[src/logic/mem_pkg.sv]
/* sizing constants for the block RAM FIFO */
`default_nettype none

package mem_pkg;

	// four RAM entries by default
	// enough to show full-FIFO back-pressure in a short test
	localparam int DEFAULT_FIFO_ADDR_WIDTH = 2;

endpackage

`default_nettype wire

[src/logic/stream_pkg.sv]
/* stream and block widths for the lane buffer datapath and its testbench
   import where lanes or packed blocks are handled */
`default_nettype none

package stream_pkg;

	// one lane of the incoming and outgoing stream
	localparam int LANE_WIDTH = 32;

	// lanes packed into one RAM word
	localparam int LANES_PER_BLOCK = 4;

	// width of one packed block, lane 0 in the low bits
	localparam int BLOCK_WIDTH = LANE_WIDTH * LANES_PER_BLOCK;

	typedef logic [LANE_WIDTH-1:0] lane_t;

	typedef logic [BLOCK_WIDTH-1:0] block_t;

	// position of a lane inside a block
	typedef logic [$clog2(LANES_PER_BLOCK)-1:0] lane_idx_t;

endpackage

`default_nettype wire
[src/logic/block_ram.sv]
/* single-clock RAM with one write port and one registered read port
   read data shows up one cycle after the address is presented */
`timescale 1ns/1ps
`default_nettype none

module block_ram #(
	parameter int ADDR_WIDTH = 2,
	parameter int DATA_WIDTH = 128
) (
	input  logic                  clk,
	input  logic                  w_e,
	input  logic [ADDR_WIDTH-1:0] w_addr,
	input  logic [DATA_WIDTH-1:0] w_data,
	input  logic [ADDR_WIDTH-1:0] r_addr,
	output logic [DATA_WIDTH-1:0] r_data
);

	localparam int DEPTH = 1 << ADDR_WIDTH;

	logic [DATA_WIDTH-1:0] mem [0:DEPTH-1];

	always_ff @(posedge clk) begin
		if (w_e) begin
			mem[w_addr] <= w_data;
		end
		// read runs every cycle, old data on a same-address write
		r_data <= mem[r_addr];
	end

endmodule

`default_nettype wire

[src/logic/bram_fifo.sv]
/* valid/ready FIFO built on block_ram, concurrent read and write allowed
   a skid register keeps rdata steady while the reader stalls */
`timescale 1ns/1ps
`default_nettype none

module bram_fifo #(
	parameter int ADDR_WIDTH = 2,
	parameter int DATA_WIDTH = stream_pkg::BLOCK_WIDTH
) (
	input  logic                  clk,
	input  logic                  reset,

	// write side
	input  logic [DATA_WIDTH-1:0] wdata,
	input  logic                  write_valid,
	output logic                  write_ready,

	// read side
	output logic [DATA_WIDTH-1:0] rdata,
	output logic                  read_valid,
	input  logic                  read_ready
);

	// one extra bit tells full from empty
	typedef logic [ADDR_WIDTH:0] ptr_t;
	typedef logic [ADDR_WIDTH-1:0] addr_t;
	typedef logic [DATA_WIDTH-1:0] word_t;

	ptr_t write_ptr;
	ptr_t read_ptr;

	logic write_xfer;
	logic read_xfer;
	logic fifo_empty;
	logic fifo_full;
	logic fetch;

	addr_t ram_r_addr;
	word_t ram_r_data;

	// holds the RAM word once the reader stalls
	word_t skid_data;
	logic skid_valid;

	block_ram #(
		.ADDR_WIDTH(ADDR_WIDTH),
		.DATA_WIDTH(DATA_WIDTH)
	) i_ram (
		.clk(clk),
		.w_e(write_xfer),
		.w_addr(write_ptr[ADDR_WIDTH-1:0]),
		.w_data(wdata),
		.r_addr(ram_r_addr),
		.r_data(ram_r_data)
	);

	assign fifo_empty = (read_ptr == write_ptr);
	assign fifo_full = (write_ptr[ADDR_WIDTH] != read_ptr[ADDR_WIDTH]) &&
		(write_ptr[ADDR_WIDTH-1:0] == read_ptr[ADDR_WIDTH-1:0]);

	assign write_ready = !fifo_full;
	assign write_xfer = write_valid && write_ready;
	assign read_xfer = read_valid && read_ready;

	// prefetch when the output word is free or leaves this cycle
	assign fetch = !fifo_empty && (!read_valid || read_xfer);

	assign ram_r_addr = read_ptr[ADDR_WIDTH-1:0];

	// RAM output is only good for the cycle after the fetch
	assign rdata = skid_valid ? skid_data : ram_r_data;

	always_ff @(posedge clk) begin
		if (reset) begin
			write_ptr <= '0;
		end else if (write_xfer) begin
			write_ptr <= write_ptr + 1'b1;
		end
	end

	always_ff @(posedge clk) begin
		if (reset) begin
			read_ptr <= '0;
		end else if (fetch) begin
			read_ptr <= read_ptr + 1'b1;
		end
	end

	always_ff @(posedge clk) begin
		if (reset) begin
			read_valid <= 1'b0;
		end else if (fetch) begin
			read_valid <= 1'b1;
		end else if (read_xfer) begin
			read_valid <= 1'b0;
		end
	end

	always_ff @(posedge clk) begin
		if (reset) begin
			skid_valid <= 1'b0;
		end else if (read_xfer) begin
			skid_valid <= 1'b0;
		end else if (read_valid && !skid_valid) begin
			// first stalled edge, RAM still shows the fetched word
			skid_valid <= 1'b1;
		end
	end

	always_ff @(posedge clk) begin
		if (read_valid && !read_ready && !skid_valid) begin
			skid_data <= ram_r_data;
		end
	end

endmodule

`default_nettype wire

[src/logic/lane_buffer_top.sv]
/* lane buffer top level, packer into block RAM FIFO into unpacker
   FIFO_ADDR_WIDTH sets the number of buffered blocks */
`timescale 1ns/1ps
`default_nettype none

module lane_buffer_top #(
	parameter int FIFO_ADDR_WIDTH = mem_pkg::DEFAULT_FIFO_ADDR_WIDTH
) (
	input  logic               clk,
	input  logic               reset,
	input  stream_pkg::lane_t  in_lane,
	input  logic               in_valid,
	output logic               in_ready,
	output stream_pkg::lane_t  out_lane,
	output logic               out_valid,
	input  logic               out_ready
);

	import stream_pkg::*;

	// packer to FIFO
	block_t pk_block;
	logic pk_valid;
	logic pk_ready;

	// FIFO to unpacker
	block_t fb_block;
	logic fb_valid;
	logic fb_ready;

	lane_packer i_packer (
		.clk(clk),
		.reset(reset),
		.in_lane(in_lane),
		.in_valid(in_valid),
		.in_ready(in_ready),
		.block(pk_block),
		.block_valid(pk_valid),
		.block_ready(pk_ready)
	);

	bram_fifo #(
		.ADDR_WIDTH(FIFO_ADDR_WIDTH),
		.DATA_WIDTH(BLOCK_WIDTH)
	) i_fifo (
		.clk(clk),
		.reset(reset),
		.wdata(pk_block),
		.write_valid(pk_valid),
		.write_ready(pk_ready),
		.rdata(fb_block),
		.read_valid(fb_valid),
		.read_ready(fb_ready)
	);

	lane_unpacker i_unpacker (
		.clk(clk),
		.reset(reset),
		.block(fb_block),
		.block_valid(fb_valid),
		.block_ready(fb_ready),
		.out_lane(out_lane),
		.out_valid(out_valid),
		.out_ready(out_ready)
	);

endmodule

`default_nettype wire

[src/logic/lane_packer.sv]
/* gathers four stream lanes into one block, lane 0 in the low bits
   the finished block is offered downstream with valid/ready */
`timescale 1ns/1ps
`default_nettype none

module lane_packer (
	input  logic                clk,
	input  logic                reset,
	input  stream_pkg::lane_t   in_lane,
	input  logic                in_valid,
	output logic                in_ready,
	output stream_pkg::block_t  block,
	output logic                block_valid,
	input  logic                block_ready
);

	import stream_pkg::*;

	localparam lane_idx_t LAST_LANE = lane_idx_t'(LANES_PER_BLOCK - 1);

	lane_idx_t lane_idx;
	block_t asm_block;
	logic lane_xfer;

	// stall input only while a finished block waits
	assign in_ready = !block_valid || block_ready;
	assign lane_xfer = in_valid && in_ready;

	assign block = asm_block;

	always_ff @(posedge clk) begin
		if (reset) begin
			lane_idx <= '0;
		end else if (lane_xfer) begin
			lane_idx <= lane_idx + 1'b1;
		end
	end

	always_ff @(posedge clk) begin
		if (reset) begin
			block_valid <= 1'b0;
		end else begin
			if (block_valid && block_ready) begin
				block_valid <= 1'b0;
			end
			// fourth lane completes the block
			if (lane_xfer && lane_idx == LAST_LANE) begin
				block_valid <= 1'b1;
			end
		end
	end

	// each lane lands in its own slot, nothing shifts
	always_ff @(posedge clk) begin
		if (lane_xfer) begin
			asm_block[lane_idx*LANE_WIDTH +: LANE_WIDTH] <= in_lane;
		end
	end

endmodule

`default_nettype wire

[src/logic/lane_unpacker.sv]
/* takes one block at a time and sends out its lanes, lane 0 first
   the next block loads in the cycle that the last lane leaves */
`timescale 1ns/1ps
`default_nettype none

module lane_unpacker (
	input  logic                clk,
	input  logic                reset,
	input  stream_pkg::block_t  block,
	input  logic                block_valid,
	output logic                block_ready,
	output stream_pkg::lane_t   out_lane,
	output logic                out_valid,
	input  logic                out_ready
);

	import stream_pkg::*;

	localparam lane_idx_t LAST_LANE = lane_idx_t'(LANES_PER_BLOCK - 1);

	typedef enum logic [0:0] {
		ST_IDLE,
		ST_EMIT
	} state_t;

	state_t state;
	lane_idx_t lane_idx;
	block_t hold_block;
	logic out_xfer;
	logic load;

	assign out_valid = (state == ST_EMIT);
	assign out_xfer = out_valid && out_ready;

	// free when idle or when the last lane goes out now
	assign block_ready = (state == ST_IDLE) || (out_xfer && lane_idx == LAST_LANE);
	assign load = block_valid && block_ready;

	assign out_lane = hold_block[lane_idx*LANE_WIDTH +: LANE_WIDTH];

	always_ff @(posedge clk) begin
		if (reset) begin
			state <= ST_IDLE;
			lane_idx <= '0;
		end else if (load) begin
			state <= ST_EMIT;
			lane_idx <= '0;
		end else if (out_xfer) begin
			lane_idx <= lane_idx + 1'b1;
			if (lane_idx == LAST_LANE) begin
				state <= ST_IDLE;
			end
		end
	end

	always_ff @(posedge clk) begin
		if (load) begin
			hold_block <= block;
		end
	end

endmodule

`default_nettype wire

[config.mk]
export PLATFORM = sky130hd
export DESIGN_NAME = lane_buffer_top
export DESIGN_NICKNAME = d
export VERILOG_FILES = /design/src/logic/mem_pkg.sv /design/src/logic/stream_pkg.sv /design/src/logic/block_ram.sv /design/src/logic/bram_fifo.sv /design/src/logic/lane_buffer_top.sv /design/src/logic/lane_packer.sv /design/src/logic/lane_unpacker.sv
export SDC_FILE = /design/constraint.sdc
export NUM_CORES = 1
export LEC_CHECK = 0
export BUFFER_PORTS_ARGS = -buffer_cell sky130_fd_sc_hd__buf_2
export CAP_MARGIN = 20
export CORE_ASPECT_RATIO = 1.1
export CORE_MARGIN = 1.5
export CORE_UTILIZATION = 65
export DETAILED_ROUTE_END_ITERATION = 10
export PLACE_DENSITY = 0.82
export SYNTH_ARGS = -nofsm -noshare
export SYNTH_HDL_FRONTEND = slang
export SYNTH_SLANG_ARGS = --single-unit
[constraint.sdc]
create_clock -name clk -period 11.65 [get_ports clk]
set_clock_uncertainty 0.1 [all_clocks]
set_input_delay 0.5825 -clock clk [delete_from_list [all_inputs] [get_ports clk]]
set_output_delay 0.5825 -clock clk [all_outputs]
set_load 0.02 [all_outputs]
**After elaboration in Yosys (flattened, before gate mapping)**

Memories as Yosys holds them, arrays and structs flattened. A register that Yosys moved wholly into a read port is not among the register bits.
Cells that the tools add are included.

- Memory bits (writable): 512
- Input port bits: 36
- Register bits: 398
- Bits in read-only memories: 0
- Memories kept: 1
- Latch bits: 0

Memory list:

| name | depth | bits a word | rd ports | clocked after Yosys merged registers in | wr ports | RTL line | RTL |
|---|---|---|---|---|---|---|---|
| i_fifo.i_ram.mem | 4 | 128 | 1 | 1 | 1 | block_ram.sv:20 | `logic [DATA_WIDTH-1:0] mem [0:DEPTH-1];` |

- Bitwise logic cells: 1
- Shift-type cells: 3
- Equality and inequality tests: 5
- Add/sub/neg operators: 5
- Multiply operators: 0
- Reduce and logical (&&, ||, !) cells: 26
- Muxes and demuxes: 11
- Div/mod/pow operators: 0
- $lt $le $gt $ge: 0

Operators with widths:

| operator | number |
|---|---|
| bitwise mux 128 bit | 1 |
| 2-to-1 mux 128 bit | 1 |
| variable shift 32 x 34 -> 128 bit (first input constant) | 1 |
| indexed part select 128 x 8 -> 32 bit | 1 |
| indexed part select 32 x 34 -> 128 bit | 1 |
| negator 7 -> 34 bit | 1 |
| logical AND 1 bit | 11 |
| 2-to-1 mux 1 bit | 9 |
| nonzero test 2 bit | 4 |
| adder 3 x 1 -> 3 bit (second input constant) | 2 |
| logical NOT 1 bit | 6 |
| adder 2 x 1 -> 2 bit (second input constant) | 2 |
| == test 2 bit (second input constant) | 2 |
| == test 3 bit | 1 |
| logical OR 1 bit | 3 |
| == test 2 bit | 1 |
| AND reduction 2 bit | 1 |
| OR reduction 2 bit | 1 |
| inequality test 1 bit | 1 |
| inverter 1 bit | 1 |

**Logic depth before layout (Yosys ltp)**

Gate-level depths: netlist of the first run.

- Depth after elaboration: 7
- Gate-level depth with buffers: 5

**By module**

A second synthesis of the first run with hierarchy kept.

- Cells, all modules: 1,623
- Area, all modules: 36,845.3 um^2

By module, submodules not included:

| module | instances | cells each | area an instance (um^2) | sequential area each (um^2) |
|---|---|---|---|---|
| block_ram | 1 | 800 | 21,165.3 | 17,937.2 |
| bram_fifo | 1 | 337 | 5,896.9 | 4,003.8 |
| lane_packer | 1 | 304 | 4,964.8 | 3,903.7 |
| lane_unpacker | 1 | 182 | 4,818.4 | 3,903.7 |

**Worst setup path before layout of the first run**

No wires, ideal clock.

- Path type: input -> register
- From: in out_ready
- To: reg i_fifo.skid_data[0] (enable)
- Buffers on the path: 0
- Stages on the path: 3
- Arrival time: 6.395 ns
- Setup slack: 4.538 ns
- Setup time: 0.617 ns
- Required time: 10.933 ns
- Cells stage by stage: a21boi_1 -> nand2_1 -> nor2_1

- Longest elaborated chain between the ends: 6

RTL lines:

| element | RTL line | RTL |
|---|---|---|
| from (decl) | lane_buffer_top.sv:16 | `input logic out_ready` |
| logical AND 1 bit | lane_unpacker.sv:33 | `assign out_xfer = out_valid && out_ready;` |
| logical AND 1 bit | lane_unpacker.sv:36 | `assign block_ready = (state == ST_IDLE) \|\| (out_xfer && lane_idx == LAST_LANE);` |
| logical OR 1 bit | lane_unpacker.sv:36 |  |
| logical NOT 1 bit | bram_fifo.sv:111 | `if (read_valid && !read_ready && !skid_valid) begin` |
| logical AND 1 bit (2 in series) | bram_fifo.sv:111 |  |
| to (signal assigned) | bram_fifo.sv:112 | `skid_data <= ram_r_data;` |
| to (decl) | bram_fifo.sv:42 | `word_t skid_data;` |

No other way between the ends.
A chain may end at the register's enable or synchronous reset.

**Worst setup path in the final report of the first run**

- From: reg i_fifo.read_ptr[0]
- To: mem i_fifo.i_ram.mem[2][73] (enable)

- Longest elaborated chain between the ends: 6

RTL lines:

| element | RTL line | RTL |
|---|---|---|
| from (decl) | bram_fifo.sv:30 | `ptr_t read_ptr;` |
| from (signal assigned) | bram_fifo.sv:85 | `read_ptr <= read_ptr + 1'b1;` |
| == test 2 bit | bram_fifo.sv:59 | `(write_ptr[ADDR_WIDTH-1:0] == read_ptr[ADDR_WIDTH-1:0]);` |
| logical AND 1 bit | bram_fifo.sv:58 | `assign fifo_full = (write_ptr[ADDR_WIDTH] != read_ptr[ADDR_WIDTH]) &&` |
| logical NOT 1 bit | bram_fifo.sv:61 | `assign write_ready = !fifo_full;` |
| logical AND 1 bit | bram_fifo.sv:62 | `assign write_xfer = write_valid && write_ready;` |
| 2-to-1 mux 1 bit | block_ram.sv:23 | `if (w_e) begin` |
| 2-to-1 mux 1 bit (implied by the code) | block_ram.sv:24 | `mem[w_addr] <= w_data;` |
| to (decl) | block_ram.sv:20 |  |

No other way between the ends.

==> results of run 1 <==
-- worst paths after layout --
| check | end | slack, ns |
|---|---|---|
| worst max register to register | i_fifo.i_ram.mem[2][73]$_DFFE_PP_ | 8.12 |
| worst min register to register | i_fifo.skid_data[80]$_DFFE_PP_ | 0.33 |
| worst max-delay path | i_fifo.i_ram.mem[2][73]$_DFFE_PP_ | 8.12 |
| worst min-delay path | i_packer.block[24]$_DFFE_PP_ | 0.15 |
-- power breakdown --
group	total, mW	switching, mW	internal [mW]	leakage (nW)
logic	1.00	0.472	0.532	2.37
clock network	2.98	1.30	1.68	1.46
registers	4.56	0.171	4.39	9.36
total	8.55	1.94	6.60	13.2
-- cells in the mapped netlist --
cell | n | area (sq um)
a2111o_1 | 1 | 11.26
a211o_1 | 1 | 8.760
a21boi_1 | 1 | 7.510
a21oi_1 | 3 | 15.01
a31oi_1 | 1 | 6.260
a32oi_2 | 1 | 16.27
a41oi_2 | 1 | 16.27
and2_1 | 135 | 844.6
and4bb_2 | 1 | 12.51
buf_1 | 3 | 11.26
buf_2 | 26 | 130.1
buf_4 | 5 | 37.54
buf_6 | 12 | 135.1
clkbuf_1 | 20 | 75.07
dfxtp_1 | 142 | 2843
edfxtp_1 | 896 | 26910
ha_1 | 11 | 137.6
inv_1 | 8 | 30.03
mux2_1 | 1 | 11.26
mux2_2 | 128 | 1441
mux2_4 | 2 | 30.03
mux2i_1 | 3 | 30.03
mux4_2 | 160 | 3603
nand2_1 | 4 | 15.01
nand2b_1 | 6 | 37.54
nand3_1 | 2 | 10.01
nand4_1 | 2 | 12.51
nor2_1 | 12 | 45.04
nor2b_1 | 3 | 18.77
nor3_1 | 2 | 10.01
nor3b_1 | 4 | 30.03
o211ai_1 | 1 | 7.510
o21bai_1 | 1 | 7.510
o311ai_0 | 1 | 8.760
o31a_4 | 1 | 17.52
o31ai_1 | 1 | 7.510
xnor2_1 | 1 | 8.760
xnor2_2 | 2 | 32.53
xor2_1 | 4 | 35.03
-- critical path: stages (launching register included) --
cell     delay, ns
dfxtp_4       0.71
xor2_1        0.32
o31a_4        0.23
and2_4        0.73
buf_4         0.69
buf_12        0.32
-- cells by family (layout without fill, tap and decap cells) --
group | count (synthesis) | count (layout) | share of synthesized area
mux | 294 | 294 | 0.1395
flops | 1038 | 1038 | 0.8114
compound gates | 14 | 14 | 0.003550
xor+xnor | 7 | 7 | 0.002082
buf+inv | 74 | 280 | 0.01143
fa+ha+maj | 11 | 11 | 0.003754
simple gates | 171 | 171 | 0.02826
-- area by class of cell --
type	count	area (sq um)
Clock inverter	31	244.0
Inverter	8	30.03
Timing Repair Buffer	95	643.1
Fill cell	2884	14990
Sequential cell	1038	29760
Clock buffer	146	2751
Tap cell	744	930.9
Multi-Input combinational cell	497	6553
-- routing by layer --
layer | global-route usage | wire length, um | vias to the layer above
li1 | - | - | 6689
met1 | 0.2976 | 25360 | 8046
met2 | 0.4148 | 35640 | 517
met3 | 0.03937 | 3741 | 137
met4 | 0.09906 | 2047 | 6
met5 | 0 | 40 | -
-- flip-flops by register name, summed over array words and instances, names as in the netlist --
| signal | flops |
|---|---|
| i_fifo.i_ram.mem | 512 |
| i_fifo.i_ram.r_data | 128 |
| i_fifo.read_ptr | 3 |
| i_fifo.read_valid | 1 |
| i_fifo.skid_data | 128 |
| i_fifo.skid_valid | 1 |
| i_fifo.write_ptr | 3 |
| i_packer.block | 128 |
| i_packer.block_valid | 1 |
| i_packer.lane_idx | 2 |
| i_unpacker.hold_block | 128 |
| i_unpacker.lane_idx | 2 |
| i_unpacker.out_valid | 1 |
-- layout by cell type, fill, tap and decap left out, types with 5 or more instances in the layout --
master,instances
buf_12,5
clkbuf_8,14
dfxtp_1,137
inv_6,5
clkbuf_1,35
buf_4,19
nand2b_1,6
clkinv_2,14
nor2_1,10
and2_1,128
buf_2,69
edfxtp_1,896
ha_1,11
mux4_2,160
inv_1,8
clkbuf_16,97
mux2_2,128
-- through the flow --
step,cell area (sq um),cells
2_1_floorplan,36660,1609
3_3_place_gp,37810,2377
3_5_place_dp,37850,2379
4_1_cts,40840,2556
5_1_grt,40920,2559
6_report,40920,2559
==> metrics, run 1 <==
status completed; htree depth 3; vias in the first global route 16.61k; router iterations before antenna repair 5; Peak Freq 282.9 MHz; total power 8.546 mW; CTS buffer count 94; Syn Nets 1656; Antenna diodes 0; Crit Path Max Fanout 55; min cycle time layout 3.534 ns; CP Class flop to flop; DP Worst Slack 7.933 ns; post-synthesis sequential area ratio 0.8114; post-CTS sizing 0; Total GRT Usage 0.2373; Final GP Congestion 0.7313; Yosys cell types 39; Wirelength per Cell 26.12 um; slew margin rel. 0.2859; Ys Warns 0; clock sink count 1038; worst setup margin 8.116 ns; Initial DRC Count 1240; PortBufs 69; P_leak 13.19 nW; unrepaired setup endpoints after global routing false; max cap viols 0; worst path arrival time 3.75 ns; num rows 91; WHS 0.1481 ns; CP required 11.86 ns; Die W 229.4 um; Hold Crit Depth 2; CP Launch Type flop; Clock Latency Late Sink 0.65 ns; Slew Limit Fails 0; global-route wire length before repair 100.2 mm; initial antenna violation count 3; grt ovf 0; maximum vdd drop 0.0001522 V; Hold Vio Cnt, Final 0; deepest clock path buffer count 3; Core Box Area 55900 sq um; Vias 15.40k; die area 57840 sq um; Root Buffer clkbuf_16; starting density of the core 0.6558; clock-pin slew on the worst setup and hold paths 0.06 ns; Critical R2R Launch i_fifo.read_ptr[0]$_SDFFE_PP0P_; Die Y 252.1 um; layout cell share with drive strength beyond 1 0.3019; Detailed Place HPWL 32.05 mm; Syn Area/Cell 22.79 sq um; worst setup path start i_fifo.read_ptr[0]$_SDFFE_PP0P_; depth of the worst register-to-register path 5; Setup TNS Final 0 ns; Pwr Density 208.9 nW/um^2; CTS tree yes; vias per cell 6.016; final period utilization 0.3034; Worst Hold Launch in_lane[24]; drc violations 0; crit end category flop; Least-Margin Pin Slew 1.071 ns; area grow syn2layout 11.60%; synthesized cell area 36660 sq um; Finished Core Util 0.7319; Detailed Route WL 66.83 mm; largest net degree at the start of global routing 129; Post-CTS Setup Repair Bufs 0; Seq cells post-synth 1038; hold buffer count at CTS 0; Final ANT Viol Nets 0; Min-Delay Path Class input port to flop; final setup fails 0; Layout Nets 1781; Synth Instances 1609; I/O pins 70
No activity file was read; power rests on OpenSTA's default activity.
==> inputs of run 2 (changes only) <==
CORE_UTILIZATION = 62   (was 65)
PLACE_DENSITY = 0.79   (was 0.82)
clock period = 3.58 ns   (was 11.65 ns; I/O delays follow)
==> metrics, run 2 (synthesis results as in run 1) <==
PortBufs 69 (unchanged); post-CTS sizing 0 (unchanged); status completed; Vias 15.51k (+0.71%); switching share of power 0.2264 (-0.0009778); DP Worst Slack 0.8920 ns (-7.041 ns); Placed Cells 2405 (+1.1%); final instance area 41510 sq um (+1.5%); crit end category output port; vias per cell 5.925 (-1.5%); Reg with most FFs i_fifo.i_ram.mem; layout cell share with drive strength beyond 1 0.3032 (+0.001249); final period utilization 0.7980; area grow syn2layout 13.23%; htree depth 3 (unchanged); global-route wire length before repair 101.3 mm (+1.1%); Die Y 258.0 um (+2.4%); Area after DPL 38070 sq um (+0.58%); Antenna diodes 0 (unchanged); Hold Vio Cnt, Final 0 (unchanged); hold endpoint i_unpacker.lane_idx[1]$_SDFFE_PP0P_; # fillers 3271 (+13%); Die W 234.9 um (+2.4%); CTS tree yes; Root Buffer clkbuf_16; most frequent cells in the layout edfxtp_1, mux4_2, dfxtp_1; Initial DRC Count 1256 (+1.3%); clock-pin slew on the worst setup and hold paths 0.06 ns (about the same); CP required 3.30 ns (-8.56 ns); max reg flops 512 (unchanged); grt ovf 0 (unchanged); Pwr Density 678.1 nW/um^2 (+220%); sequential power share 0.528 (-0.006); deepest clock path buffer count 3 (unchanged); Core Box Area 58530 sq um (+4.7%); final setup fails 0 (unchanged); slew margin rel. 0.3286 (+0.04261); drc violations 0 (unchanged); met3 track demand over resource 0.03292 (-0.006449); largest net degree at the start of global routing 70 (-46%); num rows 93 (+2.2%); R2R Path End i_fifo.i_ram.mem[3][50]$_DFFE_PP_; Final GP Congestion 0.7683 (+5.1%); I/O pins 70 (unchanged); Least-Margin Pin Slew 1.007 ns (-0.06392 ns); worst path arrival time 2.58 ns (-1.17 ns); Final ANT Viol Nets 0 (unchanged); unrepaired setup endpoints after global routing false; internal power 21.78 mW (+230%); CTS buffer count 94 (unchanged); GR peak layer met2; initial antenna violation count 2 (-1); Layout Nets 1824 (+2.4%); P_leak 13.45 nW (+2.0%); router iterations before antenna repair 5 (unchanged); clock sink count 1038 (unchanged); Total GRT Usage 0.2268 (-0.01045); most common cell after layout, fill and taps aside edfxtp_1; met2 Use GR 0.4048 (-0.01000); Net Switching 6.373 mW (+230%); Peak Freq 350.0 MHz; CP Class flop to output port; Clock Latency Late Sink 0.65 ns (about the same); Comb power frac 0.119 (about the same); die area 60600 sq um (+4.8%); maximum vdd drop 0.0005324 V (+250%); Worst Hold Launch out_ready; Critical R2R Launch i_fifo.read_ptr[0]$_SDFFE_PP0P_; depth of the worst register-to-register path 4 (-1); Crit Path Max Fanout 33 (-40%); min cycle time layout 2.857 ns; Detailed Route WL 66.47 mm (-0.54%); Detailed Place HPWL 34.77 mm (+8.5%); max cap viols 0 (unchanged); CP Launch Type flop; grt met1 use 0.2825 (-0.01516); FF-to-FF setup slack 0.93 ns (-7.19 ns); Wirelength per Cell 25.40 um (-2.7%); Setup TNS Final 0 ns (unchanged); vias in the first global route 16.80k (+1.1%); worst setup margin 0.7232 ns (-7.393 ns); Hold Crit Depth 4 (+2); Clock power frac 0.353 (+0.005); starting density of the core 0.6264 (-0.02941); Final Non-Filler Cells 2617 (+2.3%); Min-Delay Path Class input port to flop; Slew Limit Fails 0 (unchanged)
-- run 2: cell types whose count changed in the layout (fill, tap and decap cells not counted), moves of 2 or more --
cell,change
buf_12,+9
clkinv_2,+7
bufinv_16,+6
buf_16,-2
clkbuf_16,-2
clkbuf_8,-3
clkinv_1,+9
inv_6,-2
clkbuf_1,-18
dlygate4sd3_1,+36
-- run 2: layout make-up --
type,count,area (sq um),share of cell area
flip-flops and latches,1038,29760,0.7170
multi-input cells,497,6553,0.1578
clock buffers,123,2592,0.06245
repair buffers,138,1129,0.02719
well taps,760,950.9,0.02291
clock inverters,53,495.5,0.01193
inverters,8,30.03,0.0007233
-- run 2: power by group through the flow --
stage	clock (mW)	sequential (mW)	combinational, mW
2_1_floorplan	0	14.8	2.84
3_3_place_gp	0	15.1	3.29
3_5_place_dp	0	15.1	3.35
4_1_cts	10.1	14.9	3.43
5_1_grt	10.6	15.0	3.60
6_report	9.93	14.9	3.35
-- run 2: how the worst max path moves through the flow --
stage                                              startpoint                                  to  cells past startpoint  slack [ns]
after global placement        i_fifo.read_ptr[0]$_SDFFE_PP0P_  i_fifo.i_ram.mem[2][112]$_DFFE_PP_                      4        0.93
after global routing      i_unpacker.lane_idx[0]$_SDFFE_PP0P_                        out_lane[22]                      3        0.61
after detailed placement      i_fifo.read_ptr[0]$_SDFFE_PP0P_  i_fifo.i_ram.mem[3][113]$_DFFE_PP_                      4        0.89
after CTS                 i_unpacker.lane_idx[0]$_SDFFE_PP0P_                        out_lane[22]                      3        0.64
final                     i_unpacker.lane_idx[0]$_SDFFE_PP0P_                        out_lane[22]                      3        0.72
after floorplan             i_unpacker.out_valid$_SDFFE_PP0P_       i_fifo.skid_data[0]$_DFFE_PP_                      3       -0.02
-- run 2: repair_timing --
item                                   CTS  global route
endpoints found under the hold margin  141             0
hold buffers                            36             0
setup buffers                            0             0
-- run 2: critical path: stages (launching register included) --
cell and delay (ns):
dfxtp_4 0.34, buf_4 0.68, mux4_2 0.69, buf_2 0.20
-- run 2: metal layers --
| layer | share of wire | vias to the layer above |
|---|---|---|
| li1 | - | 6791 |
| met1 | 0.38 | 8115 |
| met2 | 0.53 | 471 |
| met3 | 0.050 | 124 |
| met4 | 0.032 | 4 |
| met5 | 0.00039 | - |
-- run 2: through the flow --
step | power, mW | util | hold WS (ns)
floorplan | 17.61 | - | 0.2424
global placement | 18.35 | 0.6504 | 0.3105
detailed placement | 18.47 | 0.6504 | 0.3119
CTS | 28.42 | 0.7093 | 0.2681
global route | 29.12 | 0.7093 | 0.3033
finish | 28.15 | 0.7093 | 0.3061
